$ cat src/design/cachePkg.sv
package cachePkg;

    localparam int numEntries = 16;
    localparam int entryBits = 4;
    localparam int blockWords = 64;
    localparam int offsetBits = 6;
    localparam int sramAddrBits = 10;
    localparam int extAddrBits = 30;
    localparam int tagBits = 24;

    typedef logic [5:0] SqNum;
    typedef logic [31:0] MemWord;

    typedef struct packed {
        logic valid;
        logic [31:0] addr;
        SqNum sqN;
    } AguUop;

    typedef struct packed {
        logic valid;
        logic [31:0] addr;
        logic [31:0] data;
        logic [3:0] wmask;
        SqNum sqN;
    } StUop;

    typedef struct packed {
        logic taken;
        SqNum sqN;
    } BranchProv;

    typedef struct packed {
        logic valid;
        MemWord data;
        SqNum sqN;
    } LoadResult;

    typedef struct packed {
        logic valid;
        logic we;
        logic [sramAddrBits-1:0] addr;
        MemWord wdata;
        logic [3:0] wmask;
    } SramReq;

    // we set means write-back to external memory
    typedef struct packed {
        logic valid;
        logic we;
        logic [sramAddrBits-1:0] sramAddr;
        logic [extAddrBits-1:0] extAddr;
    } XferReq;

    typedef struct packed {
        logic valid;
        logic we;
        logic [extAddrBits-1:0] addr;
        MemWord wdata;
    } MemReq;

    typedef enum logic [1:0] {
        mgmtNone,
        mgmtClean,
        mgmtInval,
        mgmtFlush
    } MgmtOp;

    typedef struct packed {
        logic [tagBits-1:0] tag;
        logic valid;
        logic dirty;
        logic used;
    } EntryState;

    // Sequencer strobes share seqEntry; the pipelines have their own
    typedef struct packed {
        logic set;
        logic inval;
        logic clean;
        logic [entryBits-1:0] seqEntry;
        logic [tagBits-1:0] tag;
        logic touch;
        logic [entryBits-1:0] touchEntry;
        logic markDirty;
        logic [entryBits-1:0] dirtyEntry;
        logic advance;
    } TableUpdate;

endpackage

$ cat src/design/blockTransfer.sv
`timescale 1ns/1ps

module blockTransfer import cachePkg::*; (
    input logic clk,
    input logic rst,
    input XferReq xferReq,
    output logic busy,
    output logic [offsetBits:0] progress,
    output SramReq sramPort,
    input MemWord sramRdata,
    output MemReq memReq,
    input MemWord memRdata
);

    logic writeBack;
    logic [sramAddrBits-1:0] sramBase;
    logic [extAddrBits-1:0] extBase;
    logic [offsetBits:0] issued;
    logic pendValid;
    logic [offsetBits-1:0] pendIdx;
    logic issuing;
    logic [offsetBits-1:0] sramIdx;
    logic [offsetBits-1:0] memIdx;

    assign issuing = busy && issued < blockWords;

    // Source side is read at the word counter, sink side written one cycle later
    assign sramIdx = writeBack ? issued[offsetBits-1:0] : pendIdx;
    assign memIdx = writeBack ? pendIdx : issued[offsetBits-1:0];

    always_comb begin
        sramPort.valid = writeBack ? issuing : pendValid;
        sramPort.we = !writeBack;
        sramPort.addr = {sramBase[sramAddrBits-1:offsetBits], sramIdx};
        sramPort.wdata = memRdata;
        sramPort.wmask = 4'hf;
        memReq.valid = writeBack ? pendValid : issuing;
        memReq.we = writeBack;
        memReq.addr = {extBase[extAddrBits-1:offsetBits], memIdx};
        memReq.wdata = sramRdata;
    end

    always_ff @(posedge clk) begin
        if (rst) begin
            busy <= 1'b0;
            pendValid <= 1'b0;
            progress <= '0;
        end else if (!busy) begin
            if (xferReq.valid) begin
                busy <= 1'b1;
                writeBack <= xferReq.we;
                sramBase <= xferReq.sramAddr;
                extBase <= xferReq.extAddr;
                issued <= '0;
                progress <= '0;
            end
        end else begin
            pendValid <= issuing;
            pendIdx <= issued[offsetBits-1:0];
            if (issuing) begin
                issued <= issued + 1'b1;
            end
            if (pendValid) begin
                progress <= progress + 1'b1;
            end
            // Last word completes
            if (!issuing && pendValid) begin
                busy <= 1'b0;
            end
        end
    end

endmodule

$ cat config.mk
export PLATFORM = sky130hd
export DESIGN_NAME = blockTransfer
export DESIGN_NICKNAME = d
export VERILOG_FILES = /design/src/design/cachePkg.sv /design/src/design/blockTransfer.sv
export SDC_FILE = /design/constraint.sdc
export NUM_CORES = 1
export LEC_CHECK = 0
export ABC_AREA = 1
export BUFFER_PORTS_ARGS = -buffer_cell sky130_fd_sc_hd__buf_2
export CAP_MARGIN = 20
export CORE_ASPECT_RATIO = 1.25
export CORE_MARGIN = 4
export CORE_UTILIZATION = 25
export CTS_CLUSTER_DIAMETER = 120
export DETAILED_ROUTE_END_ITERATION = 8
export HOLD_SLACK_MARGIN = 0.1
export PLACE_DENSITY = 0.66
export RECOVER_POWER = 50
export SETUP_SLACK_MARGIN = 0.02
export SLEW_MARGIN = 15
export SYNTH_ARGS = -nofsm -noshare
export SYNTH_HDL_FRONTEND = slang
export SYNTH_SLANG_ARGS = --single-unit
$ cat constraint.sdc
create_clock -name clk -period 2.35 [get_ports clk]
set_clock_uncertainty 0.15 [all_clocks]
set_input_delay 0.1175 -clock clk [delete_from_list [all_inputs] [get_ports clk]]
set_output_delay 0.1175 -clock clk [all_outputs]
set_load 0.005 [all_outputs]
# Word-level counts from Yosys, hierarchy flattened
# Index checks and enable logic that the tools add are counted.
# op_classes
magnitude_cmp	1
n_mux	12
div_mod_pow	0
n_eq_ne	2
n_addsub	2
n_bitwise	2
n_reduce_logical	9
shifts	0
multipliers	0
# ops
cell	count
two-way mux 7 bit	5
adder 7 x 1 -> 7 bit, second input constant	2
two-way mux 6 bit	2
< comparator 7 bit, second input constant	1
AND reduction 3 bit	2
two-way mux 1 bit	5
!= test 2 x 1 -> 1 bit, second input constant	2
AND reduction 2 bit	2
logical AND 1 bit	2
zero test 1 bit	2
inverter 1 bit	2
nonzero test 2 bit	1
# word_totals
latch_bits	0
rom_bits	0
inputBits	108
ram_bits	0
register_bits	63
memories	0
word_cells	36

# Logic depth before layout (Yosys ltp)
# logic_depth
word_depth	6
ltp_mapped	7
ltp_nobuf	6

# Least setup slack after synthesis
# Ideal clock, no wire load.
# synth_timing
kind	register to register
from	reg busy
to	reg extBase[10], enable pin
setup_slack_ps	-44
stages_incl_launch_ff	5
path_buffers	1
arrival_time_ps	1829
synth_period_minus_slack_ps	2394
path_cell_list	dfxtp_1 -> buf_6 -> inv_4 -> nand2_4 -> nor2_1
# synth_between
elab_chain_len	2
# synth_lines
element	line_no	source
from (decl)	blockTransfer.sv:7	output logic busy,
from (signal assigned)	blockTransfer.sv:45	busy <= 1'b0;
from (signal assigned)	blockTransfer.sv:50	busy <= 1'b1;
from (signal assigned)	blockTransfer.sv:68	busy <= 1'b0;
inverter 1 bit (no source line)	-	
AND reduction 3 bit (no source line)	-	
to (signal assigned)	blockTransfer.sv:53	extBase <= xferReq.extAddr;
to (decl)	blockTransfer.sv:17	logic [extAddrBits-1:0] extBase;
# Every way passes these cells.
# A chain may end at the register's enable or synchronous reset.

==> key figures <==
Synth
  – Avg Inst Size Synth: 10.53 µm²
  – Yosys reg bits: 51
  – Yosys top cell area share: 49.29%
  – Post-synth top cells: buf_4 (69), edfxtp_1 (42), nand2_1 (33)
  – Synthesis warning total: 0
  – Post-synth EDFFs: 42
  – Synth area leader: edfxtp_1
  – Post-Syn Area: 2559 µm²
  – Sequential cell area fraction in the yosys report: a little under three fifths
  – Count of cell types in the netlist: 25
  – Post-Synthesis Cells: 243
  – Ys flop type: edfxtp_1
  – Most common cell in the netlist: buf_4
  – Synth top area cells: edfxtp_1 (49%), buf_4 (20%), dfxtp_1 (7.0%)
  – Asr flop ratio synth: 0%

CTS
  – Setup bufs post-CTS: 0
  – CTS clk-pin slew, worst paths: roughly 70 ps
  – Sink Count: just over 50
  – CTS Hold Bufs: 96
  – Clock root buffer: clkbuf_16
  – CTS tree: yes
  – CTS-repair resized insts: 0
  – Clk buf depth: 2
  – H-tree levels: 2
  – Clk Latency, worst-skew pair: 280 ps
  – CTS Buf Count: 5

Setup path
  – RR Endpoint: progress[1]$_SDFFE_PP0P_
  – Worst reg2reg setup slack: 540 ps
  – CP bufs+invs: 2
  – Worst path top cell family by delay: flip-flops
  – Levels on crit path: 3
  – Worst Reg-to-Reg Cells: 5
  – Critical path's slowest cell: edfxtp_1
  – Crit end category: output pin
  – Slowest stage delay, CP: 610 ps
  – Reg-to-Reg Start: busy$_SDFF_PP0_
  – Critical Path Source Type: flop
  – Crit. Startpoint: writeBack$_DFFE_PP_
  – Worst-path maximum fanout: 16
  – CP required: 2080 ps
  – Critical Path End: sramPort[47]
  – Crit-path cells: inv_1 > o21ai_0 > buf_2
  – Critical path type: flop to output pin
  – Arrival @ worst endpoint: 1650 ps

Floorplan
  – Row count: about 40
  – Core Box Area: slightly above 10,000 µm²
  – # IOs: 228
  – Die height: 121.1 µm
  – Width of the die: 98.49 µm
  – DIE AREA: about 12,000 µm²
  – Initial core utilization: 25.45%

Layout
  – Final core occ: 37.03%
  – # diodes: 0
  – Area grow syn2layout: 45.53%
  – Layout cells sized above 1: 26.32%
  – # nets final: 470

STA
  – Slew HR: 63.22%
  – Final Cycle Share: 81.39%
  – Crit path time final: 1913 ps
  – Total Neg Setup Slack: 0 ps
  – Tightest Pin Transition: 549.6 ps
  – Hold Vio Cnt, Final: 0
  – Endpoints failing setup: 0
  – RSZ-0062 raised after global routing: false
  – Fmax: between 500 and 600 MHz
  – Max Slew Vio Count: 0

Pwr
  – Max VDD drop: 0.2918 mV
  – Cell Int Power: 1.711 mW
  – Sw power: approximately 0.51 mW
  – Switching Share: 23.02%
  – Tot Pwr: 2.223 mW
  – Fraction of power consumed by the clock network: roughly a third
  – Pwr/cell area: ~600 nW/µm²
  – Combinational power share: 16.5%
  – Reg power frac: between 40% and 50%
  – Static Leakage: 1.573 nW

Route
  – Detailed-router iteration count before antenna repair: 4
  – WL final: 6.531 mm
  – Vias per cell: 4.071
  – Post-route ant nets: 0
  – Iter 0 DRT Violations: 54
  – Vias: around 2,000
  – DRC Markers: 0
  – Routed wire per std cell: about 13 µm

Min path
  – Hold WC Path Type: flop to flop

Global route
  – Antenna violations before repair: 0
  – GR Util All Layers: 10.38%
  – First-pass GRT wire length: 9.653 mm
  – Largest net degree at the start of global routing: 30
  – Grt total ovfl: 0
  – Vias in the first global route: 2,056

Run
  – Max cap viols: 0

Run status
  – Status: finished clean

Placed design
  – Count of input and output buffers: 83
  – Final HPWL DP: slightly above 4 mm
  – GP Congestion: 0.7006
## flip-flops by register name, indices dropped and copies added (netlist names)
register,flops
extBase,24
issued,7
progress,7
pendIdx,6
sramBase,4
busy,1
pendValid,1
writeBack,1
## layout by cell type, fill, tap and decap left out, drive strengths merged
cell / instances
nand2: 36
or2: 1
inv: 17
edfxtp: 42
conb: 4
nor2: 22
xnor2: 1
dfxtp: 9
o21ai: 18
clkbuf: 14
ha: 2
nor3: 2
a22oi: 1
dlygate4sd3: 96
nand3: 8
a21oi: 10
buf: 78
## worst min-delay path by stage
stage | cells past startpoint | slack, ps | start | to
floorplan | 0 | 70 | xferReq[10] | extBase[10]$_DFFE_PP_
global placement | 0 | 90 | sramRdata[1] | memReq[1]
detailed placement | 0 | 90 | sramRdata[1] | memReq[1]
CTS | 2 | 360 | progress[5]$_SDFFE_PP0P_ | progress[5]$_SDFFE_PP0P_
global route | 2 | 380 | xferReq[23] | extBase[23]$_DFFE_PP_
finish | 2 | 350 | progress[5]$_SDFFE_PP0P_ | progress[5]$_SDFFE_PP0P_
## power groups by stage
| stage | clock network [mW] | registers [mW] | logic, mW |
|---|---|---|---|
| final | 0.756 | 1.10 | 0.367 |
| after detailed placement | 0 | 1.12 | 0.232 |
| after global placement | 0 | 1.12 | 0.224 |
| after floorplan | 0 | 1.11 | 0.226 |
| after global routing | 0.827 | 1.11 | 0.407 |
| after CTS | 0.795 | 1.10 | 0.373 |
## per-stage QoR
step | area (µm²) | std cells | hold slack (ps) | setup WS (ps)
2_1_floorplan | 2572 | 246 | 66.37 | 441.6
3_3_place_gp | 2613 | 386 | 85.03 | 677.0
3_5_place_dp | 2613 | 386 | 85.03 | 640.0
4_1_cts | 3731 | 490 | 363.5 | 358.9
5_1_grt | 3724 | 490 | 377.9 | 195.6
6_report | 3724 | 490 | 354.1 | 437.3
## tightest hold or removal path, delay by kind of cell (launching register included)
kind	cells	cell delay (ps)
and+or+nand+nor	1	80
DFF	1	350
AOI/OAI and AO/OA	1	50
## logic make-up after synthesis
logic type               share of synthesized area [%]
flip-flops                                       56.33
AND/OR/NAND/NOR                                  12.13
XOR/XNOR                                        0.3424
AO/OA/AOI/OAI                                    6.210
buffers and inverters                            23.86
adder cells (fa/ha/maj)                         0.9778
other                                           0.1466
## metal layers
metal	track usage (%)	up-vias	part of all wire [%]
met1	10.35	892	34
met3	3.738	12	9.5
met5	0	-	0
li1	-	955	-
met4	4.099	0	2.5
met2	19.37	136	54
## area by class of cell
class,instances,area [µm²]
Clock buffer,8,157.7
Fill cell,977,6331
Inverter,17,66.31
Multi-Input combinational cell,105,520.5
Sequential cell,51,1441
Tap cell,129,161.4
Timing Repair Buffer,180,1376
Power figures use the tool's default switching activity.
