`config.mk`:
```
export PLATFORM = sky130hd
export DESIGN_NAME = cacheTagTable
export DESIGN_NICKNAME = d
export VERILOG_FILES = /design/src/design/cachePkg.sv /design/src/design/cacheTagTable.sv
export SDC_FILE = /design/constraint.sdc
export NUM_CORES = 1
export LEC_CHECK = 0
export BUFFER_PORTS_ARGS = -buffer_cell sky130_fd_sc_hd__clkbuf_2
export CORE_MARGIN = 4
export CORE_UTILIZATION = 63
export DETAILED_ROUTE_END_ITERATION = 6
export PLACE_DENSITY_LB_ADDON = 0.1
export SKIP_LAST_GASP = 1
export SYNTH_ARGS = -nofsm -noshare
export SYNTH_HDL_FRONTEND = slang
export SYNTH_SLANG_ARGS = --single-unit
```
`constraint.sdc`:
```
create_clock -name clk -period 3.4 [get_ports clk]
set_clock_uncertainty 0.2 [all_clocks]
set_input_delay 0.51 -clock clk [delete_from_list [all_inputs] [get_ports clk]]
set_output_delay 0.51 -clock clk [all_outputs]
set_load 0.03 [all_outputs]
```
`src/design/cachePkg.sv`:
```
package cachePkg;

    localparam int numEntries = 16;
    localparam int entryBits = 4;
    localparam int blockWords = 64;
    localparam int offsetBits = 6;
    localparam int sramAddrBits = 10;
    localparam int extAddrBits = 30;
    localparam int tagBits = 24;

    typedef logic [5:0] SqNum;
    typedef logic [31:0] MemWord;

    typedef struct packed {
        logic valid;
        logic [31:0] addr;
        SqNum sqN;
    } AguUop;

    typedef struct packed {
        logic valid;
        logic [31:0] addr;
        logic [31:0] data;
        logic [3:0] wmask;
        SqNum sqN;
    } StUop;

    typedef struct packed {
        logic taken;
        SqNum sqN;
    } BranchProv;

    typedef struct packed {
        logic valid;
        MemWord data;
        SqNum sqN;
    } LoadResult;

    typedef struct packed {
        logic valid;
        logic we;
        logic [sramAddrBits-1:0] addr;
        MemWord wdata;
        logic [3:0] wmask;
    } SramReq;

    // we set means write-back to external memory
    typedef struct packed {
        logic valid;
        logic we;
        logic [sramAddrBits-1:0] sramAddr;
        logic [extAddrBits-1:0] extAddr;
    } XferReq;

    typedef struct packed {
        logic valid;
        logic we;
        logic [extAddrBits-1:0] addr;
        MemWord wdata;
    } MemReq;

    typedef enum logic [1:0] {
        mgmtNone,
        mgmtClean,
        mgmtInval,
        mgmtFlush
    } MgmtOp;

    typedef struct packed {
        logic [tagBits-1:0] tag;
        logic valid;
        logic dirty;
        logic used;
    } EntryState;

    // Sequencer strobes share seqEntry; the pipelines have their own
    typedef struct packed {
        logic set;
        logic inval;
        logic clean;
        logic [entryBits-1:0] seqEntry;
        logic [tagBits-1:0] tag;
        logic touch;
        logic [entryBits-1:0] touchEntry;
        logic markDirty;
        logic [entryBits-1:0] dirtyEntry;
        logic advance;
    } TableUpdate;

endpackage

```
`src/design/cacheTagTable.sv`:
```
`timescale 1ns/1ps

module cacheTagTable import cachePkg::*; (
    input logic clk,
    input logic rst,
    input logic [1:0][tagBits-1:0] lookupTag,
    output logic [1:0] lookupHit,
    output logic [1:0][entryBits-1:0] lookupEntry,
    input TableUpdate tableUpdate,
    output logic [entryBits-1:0] victimEntry,
    output EntryState victimState,
    output logic tableEmpty
);

    EntryState entries [numEntries];
    logic [entryBits-1:0] pointer;

    assign victimEntry = pointer;
    assign victimState = entries[pointer];

    always_comb begin
        tableEmpty = 1'b1;
        for (int i = 0; i < numEntries; i++) begin
            if (entries[i].valid) begin
                tableEmpty = 1'b0;
            end
        end
        // Fully associative compare, load port 0 and store port 1
        for (int p = 0; p < 2; p++) begin
            lookupHit[p] = 1'b0;
            lookupEntry[p] = '0;
            for (int i = 0; i < numEntries; i++) begin
                if (entries[i].valid && entries[i].tag == lookupTag[p]) begin
                    lookupHit[p] = 1'b1;
                    lookupEntry[p] = entryBits'(i);
                end
            end
        end
    end

    always_ff @(posedge clk) begin
        if (rst) begin
            for (int i = 0; i < numEntries; i++) begin
                entries[i].valid <= 1'b0;
                entries[i].dirty <= 1'b0;
                entries[i].used <= 1'b0;
            end
            pointer <= '0;
        end else begin
            if (tableUpdate.touch) begin
                entries[tableUpdate.touchEntry].used <= 1'b1;
            end
            if (tableUpdate.markDirty) begin
                entries[tableUpdate.dirtyEntry].used <= 1'b1;
                entries[tableUpdate.dirtyEntry].dirty <= 1'b1;
            end
            // Clock hand clears the used bit it passes over
            if (tableUpdate.advance) begin
                entries[pointer].used <= 1'b0;
                pointer <= pointer + 1'b1;
            end
            if (tableUpdate.set) begin
                entries[tableUpdate.seqEntry].tag <= tableUpdate.tag;
                entries[tableUpdate.seqEntry].valid <= 1'b1;
                entries[tableUpdate.seqEntry].used <= 1'b1;
                entries[tableUpdate.seqEntry].dirty <= 1'b0;
            end
            if (tableUpdate.clean) begin
                entries[tableUpdate.seqEntry].dirty <= 1'b0;
            end
            // Invalidate wins over a touch in the same cycle
            if (tableUpdate.inval) begin
                entries[tableUpdate.seqEntry].valid <= 1'b0;
                entries[tableUpdate.seqEntry].used <= 1'b0;
            end
        end
    end

endmodule

```
After elaboration in Yosys (flattened, before gate mapping)
Memory sizes are Yosys's and may differ from the RTL's. A register that Yosys moved wholly into a read port is not among the register bits.
Cells that the tools add are included.

cells by class
  add/subtract/negate cells = 1
  $mul = 0
  divide/modulo/power cells = 0
  $lt $le $gt $ge = 0
  equal/unequal tests = 32
  shift-type cells = 0
  mux-type cells = 115
  bitwise gates (word level) = 3
  reduce and logical (&&, ||, !) cells = 36

operators by type and width
  cell                   count
  $eq A24 B24 Y1         32
  $mux W4                35
  $mux W27               4
  $reduce_or A27 Y1      4
  $mux W1                73
  $logic_and A1 B1 Y1    32
  $mux W3                3
  $add A4 B1 Y4 const B  1
  $or A1 B1 Y1           3

storage, ports and cells
  bits in registers = 4
  bits in latches = 0
  RAM bits = 432
  memory bits (read-only) = 0
  output and inout bits = 42
  word-level logic and storage cells = 189
  memories = 1

memories
  name     words  bits a word  rd ports  clocked after memory_dff  write ports  RTL line             RTL
  entries  16     27           17        1                         16           cacheTagTable.sv:15  EntryState entries [numEntries];

Longest topological paths before layout
An unclocked memory read counts as a cell.

  depth in word-level cells = 19
  gate-level depth with buffers = 11
  gate-level depth less buffers = 9

Worst setup path before layout
OpenSTA, ideal clock, no wires.

  kind = input port to output port
  start point = in lookupTag[15] (netlist bit)
  end point = out lookupEntry[0] (netlist bit)
  arrival = 2.387 ns
  data required time = 2.690 ns
  path slack = 0.303 ns
  stages = 11
  path through = buf_6 > buf_12 > xor2_1 > nor4_1 > nand3_1 > nor3_2 > nand4_2 > a21boi_1 > o21ai_1 > a21oi_1 > o221ai_1

RTL lines
  item             RTL line            RTL
  start, declared  cacheTagTable.sv:6  input logic [1:0][tagBits-1:0] lookupTag,
  end, declared    cacheTagTable.sv:8  output logic [1:0][entryBits-1:0] lookupEntry,

==> summary.md <==
| Metric | Value |
|---|---|
| Status | `complete, but fails checks` |
| Failing checks | `DRC, setup timing` |
| Cell Area, Placed | `30340 um2` |
| Vias/cell | `7.266` |
| Rel. slew slack | `0.2029` |
| DIE AREA | `46550 um2` |
| Crit path max-delay family | `compound AO/OA/AOI/OAI gates` |
| # rows | `75` |
| PD cells | `418.2 nW/um2` |
| Worst setup SP type | `flop` |
| Starting Density | `0.6426` |
| CP Buf/Inv Count | `3` |
| Input/output buffers | `133` |
| Distinct cells, synth | `49` |
| Yosys reg bits | `440` |
| H-Tree Depth | `2` |
| Final hold vios | `0` |
| CTS Buffer Depth | `3` |
| Post-synth top area share | `0.4417` |
| Crit-path cells | `xor2_2, nor4_4, buf_4, nand3_2, nor4_2, buf_4, a21bo_1, a21boi_2, o21ai_2, a21oi_2, o221ai_2, clkbuf_8` |
| Share of layout cells above drive strength 1 | `0.3371` |
| Initial antenna violation count | `9` |
| CP Capture Type | `output port` |
| CP arrival | `3.54 ns` |
| Type of the worst min-delay path | `primary input to flop` |
| Largest net degree at the start of global routing | `51` |
| Total power | `14.10 mW` |
| Latest clock arrival within the worst-skew pair | `0.64 ns` |
| Synth-to-layout area growth | `24.02%` |
| IO Count | `134` |
| Design area | `33730 um2` |
| Most frequent cell after synthesis | `xor2_1` |
| Drt pass-1 iters | `7` |
| Post-synthesis sequential area ratio | `0.4711` |
| CTS tree | `done` |
| Data required, critical path | `2.69 ns` |
| Clk root buf | `clkbuf_16` |
| Vias in the first global route | `22620` |
| Top FF cell, synth | `edfxtp_1` |
| WL/cell | `39.17 um` |
| Number of synthesized flops with an enable pin | `400` |
| Setup Crit Path Kind | `flop to output port` |
| TritonCTS Buffers | `47` |
| Post-route clock period utilization | `1.250` |
| Leak | `11.97 nW` |
| R2r setup slk | `1.68 ns` |
| Nets | `2643` |
| Die Y | `215.8 um` |
| Layout Cells excl Fill | `3167` |
| Cell count after synthesis | `2094` |
| Post-synth ARST share | `0` |
| Routability congestion estimate from global placement | `1.169` |
| DIE WIDTH | `215.8 um` |
| DP HPWL | `91730 um` |
| CTS sink count | `440` |
| Crit-path max cell delay | `0.55 ns` |
| Post-route ant nets | `0` |
| Via Count | `23012` |
| Max Clk Rate | `0.2353 GHz` |
| Top post-synthesis cells by area | `edfxtp_1 44%, xor2_1 15%, mux4_2 11%` |
| Number of remaining DRC errors | `62` |
| Leading area contributor after synthesis | `edfxtp_1` |
| DRT iter0 DRCs | `4958` |
| Clock Pin Slew Worst Setup and Hold Paths | `0.06 ns` |
| Final setup violating endpoints | `37` |
| Commonest cells post-synth | `465 x xor2_1, 400 x edfxtp_1, 302 x xnor2_1` |
| Syn_area_per_cell | `12.99 um2` |
| Mapped Nets | `2190` |
| Overflow after GRT | `0` |
| Max_cap viols | `0` |
| Final setup TNS | `-8.265 ns` |
| Total wire length | `124000 um` |
| Mapped Area | `27190 um2` |
| PnR worst setup slack | `-0.8492 ns` |
| Worst Tran Pin Value | `1.191 ns` |
| CP Max Fanout | `2` |
| First-pass GRT wire length | `168400 um` |
| Critical path's slowest cell | `edfxtp_1` |
| Inst Count DP | `3012` |
| Fin crit period | `4.249 ns` |
| Peak supply drop | `0.5129 mV` |
| Slew Limit Fails | `0` |
| Synthesis Warnings | `0` |
| GRT Util Overall | `0.5198` |
| RSZ-0062 raised after global routing | `yes` |
| Most used cell, CP | `buf_4` |
| Core area | `42320 um2` |
## worst reg2reg max path, stage by stage (launching register included)
cell and delay [ns]:
dfxtp_1 0.45, ha_1 0.22, nand3_1 0.29, o211ai_1 0.28
o21ai_0 0.12
## metrics by stage
| stage | hold WS [ns] | setup slack [ns] | utilization |
|---|---|---|---|
| floorplan | 0.2514 | 0.3027 | - |
| global placement | 0.2691 | -0.8955 | 0.7169 |
| detailed placement | 0.2916 | -0.7937 | 0.7169 |
| CTS | 0.006025 | -0.5898 | 0.7830 |
| global route | 0.02325 | -0.8156 | 0.7965 |
| finish | 0.002977 | -0.8492 | 0.7969 |
## worst paths after layout
| kind | from | depth (start not counted) | end |
|---|---|---|---|
| setup / recovery | entries[1][17]$_DFFE_PP_ | 12 | lookupEntry[4] |
| hold / removal | rst | 2 | victimEntry[0]$_SDFFE_PP0P_ |
| setup reg to reg | victimEntry[0]$_SDFFE_PP0P_ | 4 | entries[3][0]$_DFF_P_ |
| hold reg to reg | entries[10][1]$_SDFFE_PP0P_ | 2 | entries[10][1]$_SDFFE_PP0P_ |
## routing by layer
| metal | vias up | GRT usage | share of wire |
|---|---|---|---|
| li1 | 8617 | - | - |
| met1 | 10827 | 0.5949 | 0.29 |
| met2 | 2688 | 0.7570 | 0.42 |
| met3 | 874 | 0.2120 | 0.17 |
| met4 | 6 | 0.4458 | 0.12 |
| met5 | - | 0 | 0.00042 |
## kinds of logic after synthesis
| logic type | after synthesis | share of synthesized area |
|---|---|---|
| and+or+nand+nor | 474 | 0.09354 |
| xor gates and xnor gates | 771 | 0.2494 |
| muxes | 136 | 0.1122 |
| adders and majority gates | 4 | 0.001840 |
| buffers and inverters | 156 | 0.04739 |
| DFF | 440 | 0.4711 |
| AOI/OAI and AO/OA | 113 | 0.02452 |
## cell usage in the layout, fill, tap and decap left out, drive strengths merged, types with 8 or more instances in the layout
cell type / Yosys / routed
nor4: 103 / 103
buf: 118 / 449
dfxtp: 40 / 40
o22ai: 9 / 9
a21oi: 43 / 43
xnor2: 305 / 305
nand3: 43 / 43
nand2: 57 / 57
edfxtp: 400 / 400
nand2b: 11 / 11
o21ai: 32 / 32
nand4: 106 / 106
clkbuf: 25 / 156
clkinv: 0 / 17
o221ai: 8 / 8
xor2: 466 / 466
inv: 13 / 14
mux4: 135 / 135
nor3: 71 / 71
nor2: 66 / 66
## registers in the layout (all words and copies together) (netlist names), named ones only
name         flops
victimEntry      4
entries        432
## area by class of cell
class,count,area (um2)
timing repair buffer,547,4750
clock buffer,58,1217
inverter,13,48.80
antenna,6,15.01
tap,577,721.9
multi-input combinational,1498,13870
fill,2463,8596
clock inverter,28,285.3
sequential,440,12820
## power by group
part / switching (mW) / internal [mW]
Clock: 2.36 / 2.87
Combinational: 1.63 / 1.12
Sequential: 0.133 / 5.99
Total: 4.12 / 9.98
## what timing repair did
item	4_1_cts	5_1_grt
resized for setup	153	110
endpoints found under the setup margin	35	37
buffers inserted	46	23
cloned	7	1
hold endpoints to repair	0	0
hold buffers	0	0
pin swaps	58	54
No activity file was read; power rests on OpenSTA's default activity.
